### src/rtl/rv_defines.svh
// Global size macros for the single-cycle core, included by RTL and testbench sources
`ifndef RV_DEFINES_SVH
`define RV_DEFINES_SVH

// Data path and address width
`define XLEN 32

// Architectural integer registers, x0 included
`define REG_COUNT 32

// Instruction memory depth in 32-bit words
`define IMEM_WORDS 256

// Data memory depth in 32-bit words
`define DMEM_WORDS 256

`endif

### src/rtl/rvIsaPkg.sv
// Instruction-set encodings of the supported RV32I subset, shared by decode logic and testbench
package rvIsaPkg;

    // Major opcodes, bits 6:0 of the instruction word
    typedef enum logic [6:0] {
        OPC_LOAD   = 7'b0000011, // LW
        OPC_ITYPE  = 7'b0010011, // ADDI, ANDI, ORI, XORI, SLTI
        OPC_STORE  = 7'b0100011, // SW
        OPC_RTYPE  = 7'b0110011, // ADD, SUB, AND, OR, XOR, SLT, SLL, SRL
        OPC_BRANCH = 7'b1100011  // BEQ
    } opcodeE;

    // Arithmetic funct3, bits 14:12
    typedef enum logic [2:0] {
        F3_ADDSUB = 3'b000, // ADD/SUB split by funct7 bit 5
        F3_SLL    = 3'b001,
        F3_SLT    = 3'b010, // Signed compare
        F3_XOR    = 3'b100,
        F3_SRL    = 3'b101, // Logical only, SRA not supported
        F3_OR     = 3'b110,
        F3_AND    = 3'b111
    } funct3E;

endpackage

### src/rtl/cpuCtrlPkg.sv
// Internal control encodings passed between the decoder and the execute stage
package cpuCtrlPkg;

    // Operation class chosen by the main decoder
    typedef enum logic [1:0] {
        ALUOP_MEM    = 2'b00, // Address calculation, always add
        ALUOP_BRANCH = 2'b01, // Compare for BEQ, always subtract
        ALUOP_RTYPE  = 2'b10, // Function from funct3 and funct7
        ALUOP_ITYPE  = 2'b11  // Function from funct3 only
    } aluOpE;

    // Function actually performed by the ALU
    typedef enum logic [3:0] {
        ALU_ADD = 4'd0,
        ALU_SUB = 4'd1,
        ALU_AND = 4'd2,
        ALU_OR  = 4'd3,
        ALU_XOR = 4'd4,
        ALU_SLT = 4'd5,
        ALU_SLL = 4'd6,
        ALU_SRL = 4'd7
    } aluSelE;

endpackage

### src/rtl/cpuIfs.sv
// Interfaces for the decoder control bundle and the data-memory port inside the core
`include "rv_defines.svh"

interface ctrlIf import cpuCtrlPkg::*; ();
    logic  branch;   // Conditional branch instruction
    logic  memRead;  // Load from data memory
    logic  memToReg; // Write-back from memory instead of ALU
    aluOpE aluOp;    // Operation class for ALU decode
    logic  memWrite; // Store to data memory
    logic  aluSrc;   // Second operand is the immediate
    logic  regWrite; // Register file write

    // Main decoder side
    modport decoder (output branch, memRead, memToReg, aluOp, memWrite, aluSrc, regWrite);
    // ALU only needs the class and operand select
    modport execute (input aluOp, aluSrc);
    // Top-level glue uses the rest
    modport datapath (input branch, memRead, memToReg, memWrite, regWrite);
endinterface


### src/rtl/controlUnit.sv
// Main opcode decoder producing the control bundle for one instruction per cycle
module controlUnit import rvIsaPkg::*; import cpuCtrlPkg::*; (
    input  opcodeE        opcode, // Bits 6:0 of the current instruction
    ctrlIf.decoder        ctrl    // Control bundle to datapath and ALU
);

    always_comb begin
        // Everything off unless the opcode is recognised
        ctrl.branch   = 1'b0;
        ctrl.memRead  = 1'b0;
        ctrl.memToReg = 1'b0;
        ctrl.aluOp    = ALUOP_MEM;
        ctrl.memWrite = 1'b0;
        ctrl.aluSrc   = 1'b0;
        ctrl.regWrite = 1'b0;

        case (opcode)
            OPC_RTYPE: begin
                ctrl.regWrite = 1'b1;
                ctrl.aluOp    = ALUOP_RTYPE; // Both operands from registers
            end

            OPC_ITYPE: begin
                ctrl.regWrite = 1'b1;
                ctrl.aluSrc   = 1'b1;        // rs1 op immediate
                ctrl.aluOp    = ALUOP_ITYPE;
            end

            // LW, address is rs1 plus I-immediate
            OPC_LOAD: begin
                ctrl.regWrite = 1'b1;
                ctrl.aluSrc   = 1'b1;
                ctrl.memToReg = 1'b1;        // Load data to rd
                ctrl.memRead  = 1'b1;
                ctrl.aluOp    = ALUOP_MEM;
            end

            // SW, no register write
            OPC_STORE: begin
                ctrl.aluSrc   = 1'b1;        // S-immediate offset
                ctrl.memWrite = 1'b1;
                ctrl.aluOp    = ALUOP_MEM;
            end

            // BEQ, compare rs1 and rs2 by subtraction
            OPC_BRANCH: begin
                ctrl.branch   = 1'b1;
                ctrl.aluSrc   = 1'b0;
                ctrl.aluOp    = ALUOP_BRANCH;
            end

            default: begin
                // Unsupported opcode behaves as a no-op
            end
        endcase
    end

endmodule

### src/flat_wrapper.sv
// flat-port wrapper written by rule: the top's interface ports become plain ports
module controlUnit_flat import rvIsaPkg::*; import cpuCtrlPkg::*;
  (opcode, ctrl_branch, ctrl_memRead, ctrl_memToReg, ctrl_aluOp, ctrl_memWrite, ctrl_aluSrc, ctrl_regWrite);
  ctrlIf ctrl_i ();
  input  opcodeE opcode;
  output wire logic [$bits(ctrl_i.branch)-1:0] ctrl_branch;
  output wire logic [$bits(ctrl_i.memRead)-1:0] ctrl_memRead;
  output wire logic [$bits(ctrl_i.memToReg)-1:0] ctrl_memToReg;
  output wire logic [$bits(ctrl_i.aluOp)-1:0] ctrl_aluOp;
  output wire logic [$bits(ctrl_i.memWrite)-1:0] ctrl_memWrite;
  output wire logic [$bits(ctrl_i.aluSrc)-1:0] ctrl_aluSrc;
  output wire logic [$bits(ctrl_i.regWrite)-1:0] ctrl_regWrite;
  assign ctrl_branch = ctrl_i.branch;
  assign ctrl_memRead = ctrl_i.memRead;
  assign ctrl_memToReg = ctrl_i.memToReg;
  assign ctrl_aluOp = ctrl_i.aluOp;
  assign ctrl_memWrite = ctrl_i.memWrite;
  assign ctrl_aluSrc = ctrl_i.aluSrc;
  assign ctrl_regWrite = ctrl_i.regWrite;
  controlUnit u_core (.opcode(opcode), .ctrl(ctrl_i));
endmodule
### config.mk
export PLATFORM = sky130hd
export DESIGN_NAME = controlUnit_flat
export DESIGN_NICKNAME = d
export VERILOG_FILES = /design/src/rtl/rvIsaPkg.sv /design/src/rtl/cpuCtrlPkg.sv /design/src/rtl/cpuIfs.sv /design/src/rtl/controlUnit.sv /design/src/flat_wrapper.sv
export VERILOG_INCLUDE_DIRS = /design/src /design/src/rtl
export SDC_FILE = /design/constraint.sdc
export NUM_CORES = 1
export LEC_CHECK = 0
export BUFFER_PORTS_ARGS = -buffer_cell sky130_fd_sc_hd__buf_4
export CELL_PAD_IN_SITES_DETAIL_PLACEMENT = 0
export CELL_PAD_IN_SITES_GLOBAL_PLACEMENT = 2
export CORE_AREA = 10 10 47 49
export DETAILED_ROUTE_END_ITERATION = 7
export DIE_AREA = 0 0 57 59
export GPL_TIMING_DRIVEN = 0
export PLACE_DENSITY = 0.65
export SYNTH_ARGS = -nofsm -noshare
export SYNTH_HDL_FRONTEND = slang
export SYNTH_SLANG_ARGS = --single-unit
export TNS_END_PERCENT = 30
### constraint.sdc
create_clock -name vclk -period 1.7
set_input_delay 0.425 -clock vclk [all_inputs]
set_output_delay 0.425 -clock vclk [all_outputs]
set_load 0.05 [all_outputs]
==> results of run 1 <==
-- synth_stat cells, drive strengths merged --
cell     number  area share, %
buf           2             12
nor3b         2             20
or3b          1            8.8
nand3b        1            7.5
nor3          1            5.0
nor4          1            6.3
nor2          1            3.7
a21oi         1            8.8
a211oi        1            7.5
and2b         1            8.8
nand4bb       1             11
-- routing by layer --
layer	part of all wire (%)	vias to the layer above	track usage [%]
li1	-	80	-
met1	53	65	4.73
met2	24	15	2.48
met3	22	0	2.58
met4	0	0	0
met5	0	-	0
-- placed cells by master, fill, tap and decap left out --
| cell type | n |
|---|---|
| nand4bb_1 | 1 |
| nor3b_2 | 2 |
| buf_4 | 10 |
| a21oi_2 | 1 |
| buf_6 | 6 |
| nor2_1 | 1 |
| nor4_4 | 1 |
| and2b_2 | 1 |
| or3b_1 | 1 |
| nand3b_1 | 1 |
| buf_8 | 1 |
| nor3_2 | 1 |
| a211oi_2 | 1 |
-- worst max path at each step --
stage | from | end | slack, ns
5_1_grt | opcode[2] | ctrl_memToReg | -0.10
4_1_cts | opcode[2] | ctrl_memToReg | -0.03
3_5_place_dp | opcode[2] | ctrl_memToReg | -0.09
3_3_place_gp | opcode[2] | ctrl_memToReg | -0.07
2_1_floorplan | opcode[2] | ctrl_memToReg | -0.36
6_report | opcode[2] | ctrl_memToReg | -0.02
-- per-stage QoR --
stage	std cells	util [%]	hold WS, ns	setup TNS [ns]	power [mW]
2_1_floorplan	13	-	0.918	-1.16	0.0170
3_3_place_gp	44	19.2	1.20	-0.0903	0.0395
3_5_place_dp	44	19.2	1.20	-0.135	0.0405
4_1_cts	44	20.5	1.20	-0.0354	0.0425
5_1_grt	44	21.1	1.22	-0.175	0.0454
6_report	44	21.1	1.20	-0.0165	0.0424
-- cell type report --
type                            count  area, µm²  area share [%]
Multi-Input combinational cell     11        118            39.8
Tap cell                           16       20.0            6.78
Buffer                              2       18.8            6.36
Timing Repair Buffer               15        139            47.0
-- cells by family after synthesis --
| group | after synthesis | share of synthesized area, % |
|---|---|---|
| AOI/OAI and AO/OA | 2 | 16.3 |
| buffers and inverters | 2 | 12.5 |
| and+or+nand+nor | 9 | 71.3 |
-- power by group through the flow --
stage | clock network [mW] | logic [mW] | registers (mW)
5_1_grt | 0 | 0.0454 | 0
2_1_floorplan | 0 | 0.0170 | 0
4_1_cts | 0 | 0.0425 | 0
3_3_place_gp | 0 | 0.0395 | 0
6_report | 0 | 0.0424 | 0
3_5_place_dp | 0 | 0.0405 | 0
-- repair_timing --
item,CTS,global route
resized for setup,5,2
hold buffers,0,0
pin swaps,1,0
setup endpoints to repair,3,5
==> impl_results.md, run 1 <==
- CP dominant cell by count: buf_6
- Postcts setup bufs: 0
- Worst Setup Path Type: in -> out
- Critical Path End Type: output port
- Post-Synthesis Cell Area: 100 µm²
- CP Depth: 6
- Num rows: 14
- CP bufs+invs: 4
- Vias in the first global route: 171
- Violated checks: setup timing
- Peak VDD IR: 0.0489 mV
- 1st-pass router iterations: 3
- GRT overflow: 0
- Die Width: ~57 µm
- Comb power frac: 100.0%
- Layout net count: 37
- Unrepaired setup endpoints after global routing: true
- Net load switching power: 0.0209 mW
- Routed via count: 160
- Mapped Nets: 20
- Total GRT Usage: 2.93%
- Tightest Pin Transition: 0.213 ns
- Post-synthesis sequential area ratio: 0%
- Crit path cell chain: buf_6 > nand4bb_1 > buf_6 > nor4_4 > buf_4 > buf_8
- Sequential share of power: 0%
- Slowest stage cell, crit path: nand4bb_1
- Clock buffers: 0
- Worst Hold Path EP: ctrl_memRead
- Worst Path Arrival: 1.29 ns
- Min Tclk post-route: 1.72 ns
- Outcome: complete, but fails checks
- Final Wtd Congestion: roughly 0.63
- # Max-Cap Violations: 0
- Final Max Tran Viols: 0
- Final wirelength: between 500 and 600 µm
- Yosys warns: 0
- Starting Density: 7.14%
- DRT iter0 DRCs: 1
- HP Start: opcode[4]
- PD cells: between 100 and 150 nW/µm²
- Slew margin rel.: between 80% and 90%
- DR WL/cell: about 12 µm
- Die Ht: 59 µm
- Leak: about 0.12 nW
- DP Worst Slack: -0.0929 ns
- Num sequential: 0
- Hold/Removal Path Class: in -> out
- Post-route DRC: 0
- First-pass GRT wire length: 841 µm
- Area growth from synthesis to layout: 195%
- Worst Setup Start Kind: input port
- Fin crit share: 101%
- Vias per Instance: 3.64
- Req. time, crit path: approximately 1.3 ns
- Final setup vio count: 1
- Hold Violations, Final: 0
- # diodes: 0
- Core Area: 1400 µm²
- Gate Count Post-Synth: 13
- Crit Path Max Fanout: 7
- P_int: about 0.021 mW
- Final worst slack: -0.0165 ns
- Full die area: 3360 µm²
- Reg area: 0 µm²
- Clock share of power: 0%
- CP top delay family: buffers and inverters
- Count of cell types in the netlist: 13
- Ports: 15
- # fillers: 163
- Post-Syn Area per Cell: 7.70 µm²
- Fin area: 295 µm²
- Post-DP Area: 269 µm²
- Pin count of the biggest net entering global routing: 8
- Fmax: 583 MHz
- Max incr delay on CP: ~0.18 ns
- Antenna-violating nets left: 0
- Share of cells above drive strength 1: 85.7%
- PortBufs: 15
- Hold path cells: 3
- Initial antenna violation count: 0
- Switching share of power: 49.4%
(Power assumes the default switching activity.)
==> run 2: changes to the inputs <==
--- a/config.mk
+++ b/config.mk
@@ -6,6 +6,7 @@
 export SDC_FILE = /design/constraint.sdc
 export NUM_CORES = 1
 export LEC_CHECK = 0
+export ABC_CLOCK_PERIOD_IN_PS = 1700
 export BUFFER_PORTS_ARGS = -buffer_cell sky130_fd_sc_hd__buf_4
 export CELL_PAD_IN_SITES_DETAIL_PLACEMENT = 0
 export CELL_PAD_IN_SITES_GLOBAL_PLACEMENT = 2
@@ -14,6 +15,7 @@
 export DIE_AREA = 0 0 57 59
 export GPL_TIMING_DRIVEN = 0
 export PLACE_DENSITY = 0.65
+export REMOVE_ABC_BUFFERS = 1
 export SYNTH_ARGS = -nofsm -noshare
 export SYNTH_HDL_FRONTEND = slang
 export SYNTH_SLANG_ARGS = --single-unit
==> impl_results.md, run 2 (same netlist as run 1, synthesis figures left out) <==
- Antenna-violating nets left: 0
- PD cells: 147 nW/µm²
- Peak VDD IR: 0.0229 mV
- Fmax: about 580 MHz
- Min Tclk post-route: 1.74 ns
- Vias in the first global route: 147
- Tightest Pin Transition: 0.268 ns
- Max incr delay on CP: 0.35 ns
- Reg area: 0 µm²
- Full die area: 3360 µm²
- Ports: 15
- Die Width: 57 µm
- Outcome: complete, but fails checks
- # fillers: 155
- Worst Setup Start Kind: input port
- Final worst slack: -0.0376 ns
- Final Wtd Congestion: 0.764
- Hold Violations, Final: 0
- Beginning of the critical path: opcode[3]
- Commonest non-fill, non-tap cell in the layout: buf_6
- Final Max Tran Viols: 0
- Share of cells above drive strength 1: about 89%
- Violated checks: setup timing
- 1st-pass router iterations: 3
- Unrepaired setup endpoints after global routing: true
- Starting Density: under 10%
- CP dominant cell by count: buf_6
- Final instance count without filler cells: 44
- Req. time, crit path: 1.27 ns
- Core Area: 1400 µm²
- DP Wirelength: between 400 and 500 µm
- Critical Path End Type: output port
- # Max-Cap Violations: 0
- Crit Path Max Fanout: 3
- Post-Route Setup TNS: -0.156 ns
- Slew margin rel.: 82.0%
- Leak: about 0.12 nW
- Vias per Instance: 3.84
- Routed via count: about 170
- Num sequential: 0
- Final core area utilization: 22.9%
- PortBufs: 15
- GRT overflow: 0
- Layout net count: 37
- Die Ht: 59 µm
- Initial antenna violation count: 0
- Clock buffers: 0
- Final setup vio count: 6
- Slowest stage cell, crit path: nor4_4
- Total GRT Usage: 2.77%
- DR WL/cell: 11.9 µm
- Fin crit share: 102%
- Worst Setup Path Type: in -> out
- Hold/Removal Path Class: in -> out
- Pin count of the biggest net entering global routing: 8
- Final wirelength: 522 µm
- First-pass GRT wire length: 821 µm
- Num rows: 14
- Crit path cell chain: buf_6 > nand4bb_4 > nor4_4 > buf_6
- Worst Path Arrival: 1.31 ns
- Post-route DRC: 0
- Worst Setup EP: ctrl_memRead
- Hold path cells: 3
- Leading cell types in the layout, fill and taps excluded: buf_6 (9), buf_4 (8)
- Area growth from synthesis to layout: 221%
- DRT iter0 DRCs: 1
- # diodes: 0
- Placed cells: between 40 and 50
[run 2: layout make-up]
type                       count  area [µm²]  area share [%]
tap                           16        20.0            6.23
timing repair buffer          17         161            50.2
multi-input combinational     11         140            43.6
[run 2: metrics by stage]
step	hold slack, ns	setup slack [ns]	area (µm²)	total power, mW
2_1_floorplan	0.952	-2.37	87.6	0.0138
3_3_place_gp	1.20	-0.244	220	0.0329
3_5_place_dp	1.20	-0.283	220	0.0338
4_1_cts	1.20	-0.0260	255	0.0404
5_1_grt	1.18	-0.0785	322	0.0500
6_report	1.16	-0.0376	322	0.0471
[run 2: worst min path at each step]
stage / from / endpoint / slack, ns
after floorplan: opcode[6] / ctrl_aluOp[1] / 0.95
after detailed placement: opcode[5] / ctrl_memToReg / 1.20
after global placement: opcode[5] / ctrl_memToReg / 1.20
final: opcode[4] / ctrl_memToReg / 1.16
after CTS: opcode[5] / ctrl_memToReg / 1.20
after global routing: opcode[4] / ctrl_memRead / 1.18
[run 2: critical path: cells and delay by family]
| kind | cells | cell delay (ns) |
|---|---|---|
| AND/OR/NAND/NOR | 2 | 0.59 |
| buffers and inverters | 2 | 0.30 |
[run 2: repair_timing]
item / in CTS / in global routing
pin swaps: 1 / 2
gates resized for setup: 5 / 12
hold buffers: 0 / 0
endpoints found under the setup margin: 8 / 7
gates cloned: 0 / 0
setup buffers: 0 / 2
[run 2: metal layers]
metal | GRT usage, % | share of wire [%] | vias to the layer above
met1 | 3.23 | 42 | 78
met4 | 0 | 0 | 0
met3 | 1.29 | 14 | 0
met2 | 4.81 | 43 | 11
met5 | 0 | 0 | -
li1 | - | - | 80
[run 2: power by group]
group / internal (mW) / switching (mW) / leakage [nW] / total [mW]
logic: 0.0240 / 0.0231 / 0.125 / 0.0471
clock network: 0 / 0 / 0 / 0
registers: 0 / 0 / 0 / 0
total: 0.0240 / 0.0231 / 0.125 / 0.0471
==> run 3: changes to the inputs <==
--- a/config.mk
+++ b/config.mk
@@ -16,6 +16,7 @@
 export GPL_TIMING_DRIVEN = 0
 export PLACE_DENSITY = 0.65
 export REMOVE_ABC_BUFFERS = 1
+export SETUP_SLACK_MARGIN = 0.3
 export SYNTH_ARGS = -nofsm -noshare
 export SYNTH_HDL_FRONTEND = slang
 export SYNTH_SLANG_ARGS = --single-unit
==> impl_results.md, run 3 (same netlist as run 1, synthesis figures left out) <==
- Outcome: complete, no violations
- Pin count of the biggest net entering global routing: 8
- Design Power: 0.0465 mW
- # diodes: 0
- Core Area: 1400 µm²
- Commonest non-fill, non-tap cell in the layout: buf_6
- Fin Hold WS: approximately 1.1 ns
- Peak VDD IR: between 0.015 and 0.02 mV
- Hold Violations, Final: 0
- PortBufs: 15
- Final instance count without filler cells: 42
- Fmax: between 500 and 600 MHz
- Tightest Pin Transition: between 0.2 and 0.3 ns
- DR WL/cell: 11.8 µm
- Full die area: 3360 µm²
- Starting Density: 7.14%
- Ports: 15
- Final core area utilization: between 20% and 30%
- Initial antenna violation count: 0
- Final Max Tran Viols: 0
- Crit Path Max Fanout: 7
- Share of cells above drive strength 1: between 90% and 100%
- Hold/Removal Path Class: in -> out
- Total GRT Usage: 2.82%
- Placed cells: 42
- Die Ht: 59 µm
- Slew margin rel.: 82.1%
- GRT overflow: 0
- Die Width: 57 µm
- Req. time, crit path: 1.27 ns
- DR WL met3: 71 µm
- Unrepaired setup endpoints after global routing: true
- Leading cell types in the layout, fill and taps excluded: buf_6 (9), buf_4 (5), nor3b_2 (2)
- 1st-pass router iterations: 1
- Fin crit share: 99.5%
- Worst Setup Path Type: in -> out
- Hold path cells: 3
- Area growth from synthesis to layout: 210%
- Num sequential: 0
- DP Wirelength: around 420 µm
- PD cells: 150 nW/µm²
- Hold-fix buffers, CTS: 0
- Antenna-violating nets left: 0
- Leak: 0.115 nW
- # Max-Cap Violations: 0
- Final Wtd Congestion: 0.764
- Final wirelength: ~500 µm
- Max Used Layer: met3
- Met2 wire length: 214 µm
- Reg area: 0 µm²
- Worst Path Arrival: 1.27 ns
- Layout net count: 35
- Postcts setup bufs: 0
- First-pass GRT wire length: about 840 µm
- # fillers: 150
- Vias per Instance: between 3 and 4
- Critical Path End Type: output port
- Post-Route Setup TNS: 0 ns
- Routed via count: between 150 and 200
- Post-route DRC: 0
- Num rows: 14
- Min Tclk post-route: 1.69 ns
- M1 WL: 211 µm
- Vias in the first global route: 156
- DRT iter0 DRCs: 0
- Worst Setup Start Kind: input port
- Clock buffers: 0
- Final setup vio count: 0
## run 3: metrics by stage
stage	cell area, µm²	worst slack [ns]
2_1_floorplan	87.6	-2.37
3_3_place_gp	220	-0.244
3_5_place_dp	220	-0.283
4_1_cts	274	-0.00524
5_1_grt	310	-0.0522
6_report	310	0.00840
## run 3: report_power, final
part | leakage (nW) | internal [mW] | switching (mW)
sequential | 0 | 0 | 0
combinational | 0.115 | 0.0245 | 0.0220
clock | 0 | 0 | 0
total | 0.115 | 0.0245 | 0.0220
## run 3: metal layers
layer	up-vias	GRT usage, %
met5	-	0
met2	11	4.81
li1	76	-
met1	73	3.35
met4	0	0
met3	0	1.29
## run 3: final timing paths
path              startpoint             to  slack (ns)
setup / recovery   opcode[2]   ctrl_memRead       0.008
hold / removal     opcode[6]  ctrl_regWrite        1.15
## run 3: timing repair
item                       4_1_cts  5_1_grt
setup endpoints to repair        8        8
hold endpoints to repair         0        0
resized for setup               10        9
pin swaps                        0        3
## run 3: area by class of cell
cell class,count,area [µm²],share of cell area (%)
timing repair buffer,15,154,49.6
multi-input combinational,11,136,44.0
tap,16,20.0,6.45
## run 3: worst max-delay path, stage by stage
cell	delay [ns]
buf_6	0.09
nand4bb_4	0.30
nor4_4	0.24
buf_6	0.21
